[config.mk]
export PLATFORM = sky130hd
export DESIGN_NAME = uart_periph_bus
export DESIGN_NICKNAME = d
export VERILOG_FILES = /design/src/uart_pkg.sv /design/src/uart_tx.sv /design/src/uart_rx.sv /design/src/uart_periph_tx.sv /design/src/uart_periph_rx.sv /design/src/uart_periph_bus.sv
export VERILOG_INCLUDE_DIRS = /design/src
export SDC_FILE = /design/constraint.sdc
export NUM_CORES = 1
export LEC_CHECK = 0
export ABC_AREA = 1
export BUFFER_PORTS_ARGS = -buffer_cell sky130_fd_sc_hd__clkbuf_2
export CELL_PAD_IN_SITES_DETAIL_PLACEMENT = 1
export CELL_PAD_IN_SITES_GLOBAL_PLACEMENT = 1
export CORE_AREA = 2 2 87 89
export DETAILED_ROUTE_END_ITERATION = 10
export DIE_AREA = 0 0 89 91
export PLACE_DENSITY_LB_ADDON = 0.1
export RECOVER_POWER = 25
export SYNTH_ARGS = -nofsm -noshare
export SYNTH_HDL_FRONTEND = slang
export SYNTH_SLANG_ARGS = --single-unit
[constraint.sdc]
create_clock -name clk -period 2.17 [get_ports clk]
set_input_delay 0.434 -clock clk [delete_from_list [all_inputs] [get_ports clk]]
set_output_delay 0.434 -clock clk [all_outputs]
set_load 0.1 [all_outputs]
[src/uart_settings.svh]
/*
 * UART build-time settings
 * Clock and bit rates, the derived bit period and the register map
 * shared by the transmit and receive peripherals
 */

`ifndef UART_SETTINGS_SVH
`define UART_SETTINGS_SVH

// System clock in Hz
`define UART_CLK_HZ        10_000_000
// Serial bit rate, gives 16 clocks per bit at the clock above
`define UART_BIT_RATE      625_000
// Clocks per serial bit, default for both cores
`define UART_CLKS_PER_BIT  (`UART_CLK_HZ / `UART_BIT_RATE)

// Data register, byte in bits 7:0
`define UART_REG_DATA      6'h0
// Status register, flags in the low bits
`define UART_REG_STATUS    6'h4

`endif

[src/uart_pkg.sv]
/*
 * UART shared types
 * Vector widths used across the bus wrappers and cores,
 * plus the state encodings of the transmit and receive FSMs
 */

package uart_pkg;

    typedef logic [7:0]  byte_t;      // One serial data byte
    typedef logic [31:0] word_t;      // One bus data word
    typedef logic [5:0]  reg_addr_t;  // Offset inside one peripheral
    typedef logic [6:0]  bus_addr_t;  // Top-level address, bit 6 picks RX
    typedef logic [1:0]  access_t;    // Active-low access size, 3 means idle
    typedef logic [2:0]  bit_idx_t;   // Data bit position within a frame

    typedef enum logic [1:0] {
        TX_IDLE,   // Line high, waiting for a byte
        TX_START,  // Driving the start bit
        TX_DATA,   // Shifting out data bits
        TX_STOP    // Driving the stop bit
    } tx_state_t;

    typedef enum logic [1:0] {
        RX_IDLE,   // Waiting for a falling edge
        RX_START,  // Checking the start bit at mid-bit
        RX_DATA,   // Sampling data bits
        RX_STOP    // Checking the stop bit
    } rx_state_t;

endpackage

[src/uart_tx.sv]
/*
 * UART transmitter core
 * Sends one byte per request as an 8N1 frame, LSB first
 * Every bit lasts CLKS_PER_BIT clocks; busy covers the whole frame
 */

`include "uart_settings.svh"

module uart_tx #(
    parameter int CLKS_PER_BIT = `UART_CLKS_PER_BIT
) (
    input  logic            clk,
    input  logic            rst_n,
    input  logic            tx_start,  // Frame request, only taken while idle
    input  uart_pkg::byte_t tx_data,   // Byte to send, captured with tx_start
    output logic            txd,       // Serial line, idles high
    output logic            tx_busy    // High from the edge after the request to end of stop
);
    import uart_pkg::*;

    localparam int CNT_W = (CLKS_PER_BIT > 1) ? $clog2(CLKS_PER_BIT) : 1;
    localparam logic [CNT_W-1:0] CNT_LAST = CNT_W'(CLKS_PER_BIT - 1);

    tx_state_t        state;     // Frame position
    logic [CNT_W-1:0] baud_cnt;  // Clocks spent in the current bit
    bit_idx_t         bit_idx;   // Data bit currently on the line
    byte_t            shift_q;   // Remaining data bits, next one in bit 0
    logic             bit_done;  // Last clock of the current bit

    assign bit_done = (baud_cnt == CNT_LAST);  // Shared end-of-bit strobe
    assign tx_busy  = (state != TX_IDLE);      // Registered state, so busy rises at edge N+1

    always_ff @(posedge clk) begin
        if (!rst_n) begin
            state    <= TX_IDLE;
            baud_cnt <= '0;
            bit_idx  <= '0;
            txd      <= 1'b1;                  // Line idles in the mark state
        end else begin
            case (state)
                TX_IDLE: begin
                    baud_cnt <= '0;
                    if (tx_start) begin
                        state <= TX_START;
                        txd   <= 1'b0;         // Start bit goes out on the next edge
                    end
                end
                TX_START: begin
                    if (bit_done) begin
                        state    <= TX_DATA;
                        baud_cnt <= '0;
                        bit_idx  <= '0;
                        txd      <= shift_q[0];  // LSB follows the start bit
                    end else begin
                        baud_cnt <= baud_cnt + 1'b1;
                    end
                end
                TX_DATA: begin
                    if (bit_done) begin
                        baud_cnt <= '0;
                        if (bit_idx == 3'd7) begin
                            state <= TX_STOP;
                            txd   <= 1'b1;     // Stop bit
                        end else begin
                            bit_idx <= bit_idx + 3'd1;
                            txd     <= shift_q[0];
                        end
                    end else begin
                        baud_cnt <= baud_cnt + 1'b1;
                    end
                end
                default: begin
                    if (bit_done) begin
                        state    <= TX_IDLE;   // Busy drops after the last stop clock
                        baud_cnt <= '0;
                    end else begin
                        baud_cnt <= baud_cnt + 1'b1;
                    end
                end
            endcase
        end
    end

    // Data path holds no control state and needs no reset
    always_ff @(posedge clk) begin
        if (state == TX_IDLE && tx_start) begin
            shift_q <= tx_data;                                 // Capture the byte with the request
        end else if (bit_done && (state == TX_START || state == TX_DATA)) begin
            shift_q <= shift_q >> 1;                            // Bring the next bit down to bit 0
        end
    end

    a_idle_line_high: assert property (@(posedge clk) disable iff (!rst_n)
        (state == TX_IDLE) |-> txd)
        else $error("txd low while transmitter idle");

endmodule

[src/uart_rx.sv]
/*
 * UART receiver core
 * Synchronizes rxd, finds the start edge and samples each bit at its middle
 * One byte is held until consumed; RTS mirrors the held flag and a frame
 * that lands on a full holding register sets overrun instead
 */

`include "uart_settings.svh"

module uart_rx #(
    parameter int CLKS_PER_BIT = `UART_CLKS_PER_BIT
) (
    input  logic            clk,
    input  logic            rst_n,
    input  logic            rxd,           // Asynchronous serial input
    input  logic            rx_consume,    // Data register read that frees the holding register
    input  logic            rx_clear_ovr,  // Status register read that clears overrun
    output logic            rx_valid,      // Holding register full
    output uart_pkg::byte_t rx_data,       // Held byte
    output logic            rx_overrun,    // A frame was dropped on a full register
    output logic            rts            // Asks the far end to pause while full
);
    import uart_pkg::*;

    localparam int CNT_W = (CLKS_PER_BIT > 1) ? $clog2(CLKS_PER_BIT) : 1;
    localparam logic [CNT_W-1:0] CNT_LAST = CNT_W'(CLKS_PER_BIT - 1);
    localparam logic [CNT_W-1:0] CNT_HALF = CNT_W'(CLKS_PER_BIT / 2 - 1);

    logic             rxd_meta;    // First synchronizer stage
    logic             rxd_sync;    // Second stage that the rest of the logic uses
    logic             rxd_last;    // Previous synchronized value for edge detect
    logic             start_edge;  // Falling edge on the synchronized line
    rx_state_t        state;
    logic [CNT_W-1:0] baud_cnt;    // Clocks since the last sample point
    bit_idx_t         bit_idx;     // Data bit being sampled
    byte_t            shift_q;     // Data bits gathered so far with the LSB arriving first
    logic             bit_done;
    logic             frame_done;  // Stop bit sampled high
    logic             load;        // Frame goes into the holding register
    logic             valid_next;

    assign start_edge = rxd_last & ~rxd_sync;
    assign bit_done   = (baud_cnt == CNT_LAST);
    assign frame_done = (state == RX_STOP) && bit_done && rxd_sync;  // Framing errors drop out here
    assign load       = frame_done && (!rx_valid || rx_consume);     // A same-cycle read frees room
    assign valid_next = frame_done || (rx_valid && !rx_consume);

    always_ff @(posedge clk) begin
        if (!rst_n) begin
            rxd_meta <= 1'b1;          // Preset to the idle level so reset makes no false edge
            rxd_sync <= 1'b1;
            rxd_last <= 1'b1;
        end else begin
            rxd_meta <= rxd;
            rxd_sync <= rxd_meta;
            rxd_last <= rxd_sync;
        end
    end

    always_ff @(posedge clk) begin
        if (!rst_n) begin
            state    <= RX_IDLE;
            baud_cnt <= '0;
            bit_idx  <= '0;
        end else begin
            case (state)
                RX_IDLE: begin
                    baud_cnt <= '0;
                    if (start_edge) state <= RX_START;
                end
                RX_START: begin
                    if (baud_cnt == CNT_HALF) begin
                        baud_cnt <= '0;    // Later samples fall a whole bit apart
                        bit_idx  <= '0;
                        state    <= rxd_sync ? RX_IDLE : RX_DATA;  // High here was a glitch
                    end else begin
                        baud_cnt <= baud_cnt + 1'b1;
                    end
                end
                RX_DATA: begin
                    if (bit_done) begin
                        baud_cnt <= '0;
                        bit_idx  <= bit_idx + 3'd1;
                        if (bit_idx == 3'd7) state <= RX_STOP;
                    end else begin
                        baud_cnt <= baud_cnt + 1'b1;
                    end
                end
                default: begin
                    if (bit_done) begin
                        baud_cnt <= '0;
                        state    <= RX_IDLE;  // Back at mid stop bit and ready for the next edge
                    end else begin
                        baud_cnt <= baud_cnt + 1'b1;
                    end
                end
            endcase
        end
    end

    always_ff @(posedge clk) begin
        if (!rst_n) begin
            rx_valid   <= 1'b0;
            rts        <= 1'b0;
            rx_overrun <= 1'b0;
        end else begin
            rx_valid <= valid_next;
            rts      <= valid_next;                      // Pauses the sender while a byte is held
            if (frame_done && !load) rx_overrun <= 1'b1; // Setting wins over a same-cycle clear
            else if (rx_clear_ovr)   rx_overrun <= 1'b0;
        end
    end

    always_ff @(posedge clk) begin
        if (state == RX_DATA && bit_done) shift_q <= {rxd_sync, shift_q[7:1]};
        if (load) rx_data <= shift_q;
    end

    a_valid_until_read: assert property (@(posedge clk) disable iff (!rst_n)
        $fell(rx_valid) |-> $past(rx_consume))
        else $error("rx_valid cleared without a data read");

endmodule

[src/uart_periph_tx.sv]
/*
 * UART transmit peripheral
 * A write of any size sends data_in[7:0]; the status register
 * reports busy in bit 0 and the interrupt means ready for a byte
 */

`include "uart_settings.svh"

module uart_periph_tx (
    input  logic                clk,
    input  logic                rst_n,
    input  uart_pkg::reg_addr_t address,       // Offset within this peripheral
    input  uart_pkg::word_t     data_in,       // Write data with the byte in the low 8 bits
    input  uart_pkg::access_t   data_write_n,  // Write strobe where 3 means no write
    output uart_pkg::word_t     data_out,      // Combinational read data
    output logic                txd,           // Serial output line
    output logic                tx_irq         // High while a byte can be accepted
);

    logic tx_start;  // Write strobe into the core
    logic tx_busy;   // Frame in progress

    assign tx_start = (data_write_n != 2'b11);  // Writes while busy are dropped inside the core

    uart_tx #(
        .CLKS_PER_BIT(`UART_CLKS_PER_BIT)
    ) uart_tx_i (
        .clk     (clk),
        .rst_n   (rst_n),
        .tx_start(tx_start),
        .tx_data (data_in[7:0]),
        .txd     (txd),
        .tx_busy (tx_busy)
    );

    assign tx_irq   = ~tx_busy;                  // Software may write when this is set
    assign data_out = (address == `UART_REG_STATUS) ? {31'd0, tx_busy} : 32'd0;

endmodule

[src/uart_periph_rx.sv]
/*
 * UART receive peripheral
 * Data register returns the held byte and frees it; status returns
 * valid in bit 0 and overrun in bit 1 and clears overrun on read
 */

`include "uart_settings.svh"

module uart_periph_rx (
    input  logic                clk,
    input  logic                rst_n,
    input  uart_pkg::reg_addr_t address,      // Offset within this peripheral
    input  uart_pkg::access_t   data_read_n,  // 3 = no read, otherwise a read
    input  logic                rxd,          // Serial input line
    output uart_pkg::word_t     data_out,     // Combinational read data
    output logic                rts,          // Flow control towards the sender
    output logic                rx_irq        // High while a byte is held
);
    import uart_pkg::*;

    logic  rd_access;   // Read strobe active this cycle
    logic  rx_consume;  // Data register read
    logic  rx_clear;    // Status register read
    logic  rx_valid;
    logic  rx_overrun;
    byte_t rx_data;

    assign rd_access  = (data_read_n != 2'b11);
    assign rx_consume = rd_access && (address == `UART_REG_DATA);    // Valid drops at the next edge
    assign rx_clear   = rd_access && (address == `UART_REG_STATUS);  // Status read is read-to-clear

    uart_rx #(
        .CLKS_PER_BIT(`UART_CLKS_PER_BIT)
    ) uart_rx_i (
        .clk         (clk),
        .rst_n       (rst_n),
        .rxd         (rxd),
        .rx_consume  (rx_consume),
        .rx_clear_ovr(rx_clear),
        .rx_valid    (rx_valid),
        .rx_data     (rx_data),
        .rx_overrun  (rx_overrun),
        .rts         (rts)
    );

    assign rx_irq = rx_valid;  // Interrupt while there is something to read

    // Flags show their value before the read takes effect
    assign data_out = (address == `UART_REG_DATA)   ? {24'd0, rx_data} :
                      (address == `UART_REG_STATUS) ? {30'd0, rx_overrun, rx_valid} :
                      32'd0;

endmodule

[src/uart_periph_bus.sv]
/*
 * UART peripheral pair on the TinyQV peripheral bus
 * Address bit 6 picks RX (1) or TX (0); only the picked side sees its strobe
 * uo_out[0] carries TX data, uo_out[1] carries RTS and ui_in[7] feeds RX
 * user_interrupt[0] is TX ready and user_interrupt[1] is RX byte held
 */

module uart_periph_bus (
    input  logic                clk,
    input  logic                rst_n,
    input  uart_pkg::byte_t     ui_in,           // Input PMOD with RX on bit 7
    output uart_pkg::byte_t     uo_out,          // Output PMOD
    input  uart_pkg::bus_addr_t address,         // Bit 6 selects the peripheral
    input  uart_pkg::word_t     data_in,         // Write data from the core
    input  uart_pkg::access_t   data_write_n,    // 3 = no write
    input  uart_pkg::access_t   data_read_n,     // 3 = no read
    output uart_pkg::word_t     data_out,        // Read data valid with the read strobe
    output logic                data_ready,      // Every access completes at once
    output logic [1:0]          user_interrupt   // {rx held, tx ready}
);
    import uart_pkg::*;

    logic      sel_rx;        // Access targets the receiver
    reg_addr_t reg_addr;      // Offset passed to both peripherals
    access_t   tx_write_n;    // Write strobe seen by TX
    access_t   rx_read_n;     // Read strobe seen by RX
    word_t     tx_data_out;
    word_t     rx_data_out;
    logic      txd;
    logic      rts;
    logic      tx_irq;
    logic      rx_irq;

    assign sel_rx   = address[6];
    assign reg_addr = address[5:0];

    // TX has no read side effects and RX has no writable registers,
    // so each side only needs the one strobe that can change it
    assign tx_write_n = sel_rx ? 2'b11 : data_write_n;
    assign rx_read_n  = sel_rx ? data_read_n : 2'b11;

    uart_periph_tx uart_periph_tx_i (
        .clk         (clk),
        .rst_n       (rst_n),
        .address     (reg_addr),
        .data_in     (data_in),
        .data_write_n(tx_write_n),
        .data_out    (tx_data_out),
        .txd         (txd),
        .tx_irq      (tx_irq)
    );

    uart_periph_rx uart_periph_rx_i (
        .clk        (clk),
        .rst_n      (rst_n),
        .address    (reg_addr),
        .data_read_n(rx_read_n),
        .rxd        (ui_in[7]),
        .data_out   (rx_data_out),
        .rts        (rts),
        .rx_irq     (rx_irq)
    );

    assign data_out       = sel_rx ? rx_data_out : tx_data_out;  // Same-cycle read mux
    assign data_ready     = 1'b1;                                // No wait states
    assign uo_out         = {6'd0, rts, txd};                    // Unused PMOD pins stay low
    assign user_interrupt = {rx_irq, tx_irq};

endmodule

; Word level (Yosys, flattened, before mapping)
; Cells that the tools add are included.
[word_totals]
ff_bits = 48
out_inout_bits = 43
wordCells = 116
[classes]
addsub = 4
eq_ne = 22
n_mux = 38
n_bitwise = 4
n_reduce_logical = 33
[ops]
columns = op, n
row1 = $mux 32, 2
row2 = $mux 2, 14
row3 = $ne 2x2->1 const B, 11
row4 = $mux 8, 2
row5 = $mux 3, 5
row6 = $pmux 2 s3, 2
row7 = $pmux 3 s2, 2
row8 = $reduce_bool 2->1, 6
row9 = $logic_and 1x1->1, 10
row10 = $reduce_and 5->1, 2
row11 = $add 4x1->4 const B, 2
row12 = $eq 4x4->1 const B, 2
row13 = $mux 4, 2
row14 = $pmux 4 s2, 1
row15 = $reduce_and 4->1, 2
row16 = $mux 1, 7
row17 = $add 3x1->3 const B, 2
row18 = $eq 2x2->1 const B, 3
row19 = $eq 3x3->1 const B, 2
row20 = $eq 6x3->1 const B, 1
row21 = $logic_not 6->1, 1
row22 = $reduce_bool 3->1, 2
row23 = $eq 2x1->1 const B, 2
row24 = $eq 4x3->1 const B, 1
row25 = other kinds (8), 15

; Longest topological paths before layout
[depth]
ltp_word = 8
mapped_depth = 10
mapped_depth_nobuf = 10

; Hierarchy
; A second synthesis with hierarchy kept.
[hier_totals]
cells_unflattened = 417
hier_area_um2 = 3205.6
[modules_own_cells]
columns = module, instances, cells_each, area_per_inst_um2, seq_area_each_um2
row1 = uart_rx, 1, 106, 1136.1, 760.7
row2 = uart_tx, 1, 93, 919.6, 440.4
row3 = uart_periph_bus, 1, 123, 551.8, 0.0
row4 = uart_periph_rx, 1, 54, 325.3, 0.0
row5 = uart_periph_tx, 1, 41, 272.8, 0.0

; Worst setup path before layout
; Ideal clock, no wire load.
[synth_timing]
kind = input to output
start = input address[3]
end = output data_out[2]
arrival_time_ps = 2249
setup_slack_ps = -513
path_stages = 4
n_path_buf = 0
path_cell_list = or2_1 -> nor2_1 -> nand2_1 -> nor2_1
[synth_between]
elab_chain_cells = 3
[synth_rtl]
columns = item, line_no
row1 = from (decl), uart_periph_bus.sv:13  ; input uart_pkg::bus_addr_t address,
row2 = $logic_not 6->1 (no source line), -
row3 = $mux 32, uart_periph_rx.sv:49  ; assign data_out = (address == `UART_REG_DATA) ? {24'd0, rx_data} :
row4 = $mux 32, uart_periph_bus.sv:64  ; assign data_out = sel_rx ? rx_data_out : tx_data_out;
row5 = to (decl), uart_periph_bus.sv:17  ; output uart_pkg::word_t data_out,
; No other way between the ends.

; Worst setup path after layout
[layout_timing]
start = register uart_periph_tx_i.uart_tx_i.state[1]
end = output data_out[0]
[layout_between]
elab_chain_cells = 3
[layout_rtl]
columns = item, line_no
row1 = from (decl), uart_tx.sv:24  ; tx_state_t state;
row2 = from (signal assigned), uart_tx.sv:35  ; state <= TX_IDLE;
row3 = from (signal assigned), uart_tx.sv:44  ; state <= TX_START;
row4 = from (signal assigned), uart_tx.sv:50  ; state <= TX_DATA;
row5 = $reduce_bool 2->1, uart_tx.sv:31  ; assign tx_busy = (state != TX_IDLE);
row6 = $mux 1, uart_periph_tx.sv:37  ; assign data_out = (address == `UART_REG_STATUS) ? {31'd0, tx_busy} : 32'd0;
row7 = $mux 32, uart_periph_bus.sv:64
; No other way between the ends.

==> impl_metrics.json <==
{
  "crit_path_end_kind": "primary output",
  "syn_area_per_cell_um2": 9.247,
  "wl_per_cell_um": 10.68,
  "cts_tree": "done",
  "synthTopCellsByArea": "edfxtp_1, dfxtp_1, buf_4, nor2_1, ha_1",
  "grt_start_max_net_pins": 17,
  "cts_root_buffer": "clkbuf_8",
  "async_flop_share": 0,
  "nets": 361,
  "die_w_um": 89,
  "path_cells": "inv_1, ha_2, inv_1, nand3_1, nand3_1, buf_12",
  "worst_slew_pin_slew_ns": 0.6100,
  "io_buffers": 33,
  "initial_utilization": 0.3382,
  "rsz0062_at_grt": "no",
  "cp.required_ns": 1.74,
  "layout_setup_ws_ns": 0.1549,
  "gp_congestion": 0.7234,
  "synth_cell_types": 26,
  "n_antenna_cell": 0,
  "total_power_mw": 2.774,
  "drive_above_1_share": 0.2685,
  "drc": 0,
  "dieHeight_um": 91,
  "setup_tns_ns": 0,
  "path_buf_inv": 3,
  "htreeDepth": 2,
  "synth_top_area_frac": 0.2986,
  "path_max_fanout": 5,
  "routed_wl_mm": 4.239,
  "stdcell_area_um2": 2833,
  "status": "finished clean",
  "yosys_warnings": 0,
  "fillers": 872,
  "post_cts_resized": 0,
  "clock-skew-final_ns": 0.008951,
  "yosysSeqAreaShare": 0.4977,
  "start_kind": "register",
  "p_leak_nw": 1.238,
  "fp.coreArea_um2": 7137,
  "clkLatencyLatePin_ns": 0.30,
  "cts_buffers": 5,
  "grt.total_usage": 0.1129,
  "ctsLongestPathBuffers": 2,
  "synthToLayoutAreaGrowth_pct": 17.37,
  "cts.hold.buffers_added": 0,
  "slew_headroom": 0.5933,
  "ys_ff_latch": 48,
  "syn_area_um2": 2414,
  "firstDrtPassIters": 4,
  "post_dp_cell_area_um2": 2693,
  "yosysTopAreaCell": "edfxtp_1",
  "clk_pin_slew_ns": 0.09,
  "ir_drop_uv": 294.5,
  "dp_hpwl_mm": 3.338,
  "num_rows": 31,
  "critPathArrivalTime_ns": 1.58,
  "post-cts-setup-buffers": 0,
  "drv_slew": 0,
  "antenna_found_initial": 0,
  "cts_sinks": 48,
  "clock.fmax_ghz": 0.4962,
  "yosysMostFrequentCell": "nor2_1",
  "pre_cts_ws_ns": 0.1768,
  "grt_pass1_wl_mm": 7.258,
  "vias_per_cell": 4.171,
  "slowest_stage": "dfxtp_1",
  "crit_family": "flip-flops",
  "fin_util": 0.3969,
  "drv_cap": 0,
  "finalCriticalPeriod_ns": 2.015,
  "final-hold-violation-count": 0,
  "grt_pass1_vias": 1602,
  "vias": 1656,
  "criticalPathCategory": "reg2out",
  "pin_count": 96,
  "yosys_most_used_dff": "edfxtp_1",
  "drtAntennaViolNets": 0,
  "synthCells": 261,
  "hp-class": "in2reg",
  "grt_overflow": 0,
  "dieArea_um2": 8099,
  "synth-edff-count": 24,
  "power.density_nw_per_um2": 979.3,
  "drtIter0Drc": 37,
  "synth_commonest_cells": "nor2_1, nand2_1, buf_4",
  "max_stage_delay_ns": 0.41,
  "finalCritPeriodShare": 0.9286,
  "setup-violations-final": 0
}
## metrics by stage
stage / hold WS (ns) / instances
after detailed placement: 0.3998 / 389
after CTS: 0.3003 / 397
final: 0.3086 / 397
after global routing: 0.2997 / 397
after global placement: 0.3945 / 389
after floorplan: 0.3925 / 290
## placed cells by master, fill, tap and decap left out, drive strengths merged, types with 11 or more instances in the layout
cell type	count
edfxtp	24
ha	11
nor2	43
dfxtp	24
nand3	18
inv	28
clkbuf	30
conb	31
nand2	39
buf	11
## per-layer routing
metal  GRT usage  up-vias  part of all wire
li1            -      842                 -
met1      0.1539      760              0.47
met2      0.1710       47              0.45
met3     0.03000        7             0.061
met4     0.04104        0             0.013
met5           0        -                 0
## logic make-up (layout without fill, tap and decap cells)
group / count (synthesis) / in the layout / synth area share
AO/OA/AOI/OAI: 19 / 19 / 0.04199
XOR/XNOR: 4 / 4 / 0.01452
adder cells (fa/ha/maj): 11 / 11 / 0.05702
buffers and inverters: 63 / 71 / 0.1566
flip-flops: 48 / 48 / 0.4977
multiplexers: 7 / 7 / 0.03266
other: 2 / 31 / 0.003112
AND/OR/NAND/NOR: 107 / 107 / 0.1965
## worst paths after layout
kind | startpoint | endpoint | slack [ns] | depth (start not counted)
max | uart_periph_tx_i.uart_tx_i.state[1]$_SDFFE_PN0P_ | data_out[0] | 0.15 | 6
min | ui_in[7] | uart_periph_rx_i.uart_rx_i.rxd_meta$_SDFF_PN1_ | 0.31 | 2
max reg2reg | uart_periph_tx_i.uart_tx_i.state[1]$_SDFFE_PN0P_ | uart_periph_tx_i.uart_tx_i.shift_q[1]$_DFFE_PP_ | 0.61 | 5
min reg2reg | uart_periph_rx_i.uart_rx_i.rxd_meta$_SDFF_PN1_ | uart_periph_rx_i.uart_rx_i.rxd_sync$_SDFF_PN1_ | 0.42 | 1
## flip-flops by register name (all words and copies together) (netlist names), 3 cells and up
signal,count
uart_periph_rx_i.uart_rx_i.baud_cnt,4
uart_periph_tx_i.uart_tx_i.baud_cnt,4
uart_periph_tx_i.uart_tx_i.shift_q,8
uart_periph_tx_i.uart_tx_i.bit_idx,3
uart_periph_rx_i.uart_rx_i.bit_idx,3
uart_periph_rx_i.uart_rx_i.rx_data,8
uart_periph_rx_i.uart_rx_i.shift_q,8
## report_power, final
part	switching, mW	internal, mW
sequential	0.0642	1.05
clock	0.310	0.464
combinational	0.677	0.208
total	1.05	1.72
## worst register-to-register path, cell delays in order (launching register included)
cell and delay (ns):
dfxtp_1 0.36, inv_1 0.09, ha_2 0.26, nand3_2 0.22
o21ai_0 0.14, buf_4 0.19
## area by class of cell
class	instances	area (µm²)	share of cell area
Clock buffer	5	68.82	0.02429
Inverter	27	101.3	0.03578
Multi-Input combinational cell	179	960.9	0.3392
Sequential cell	48	1202	0.4245
Clock inverter	3	68.82	0.02429
Tap cell	99	123.9	0.04373
Timing Repair Buffer	36	306.5	0.1082
(Power assumes the default switching activity.)
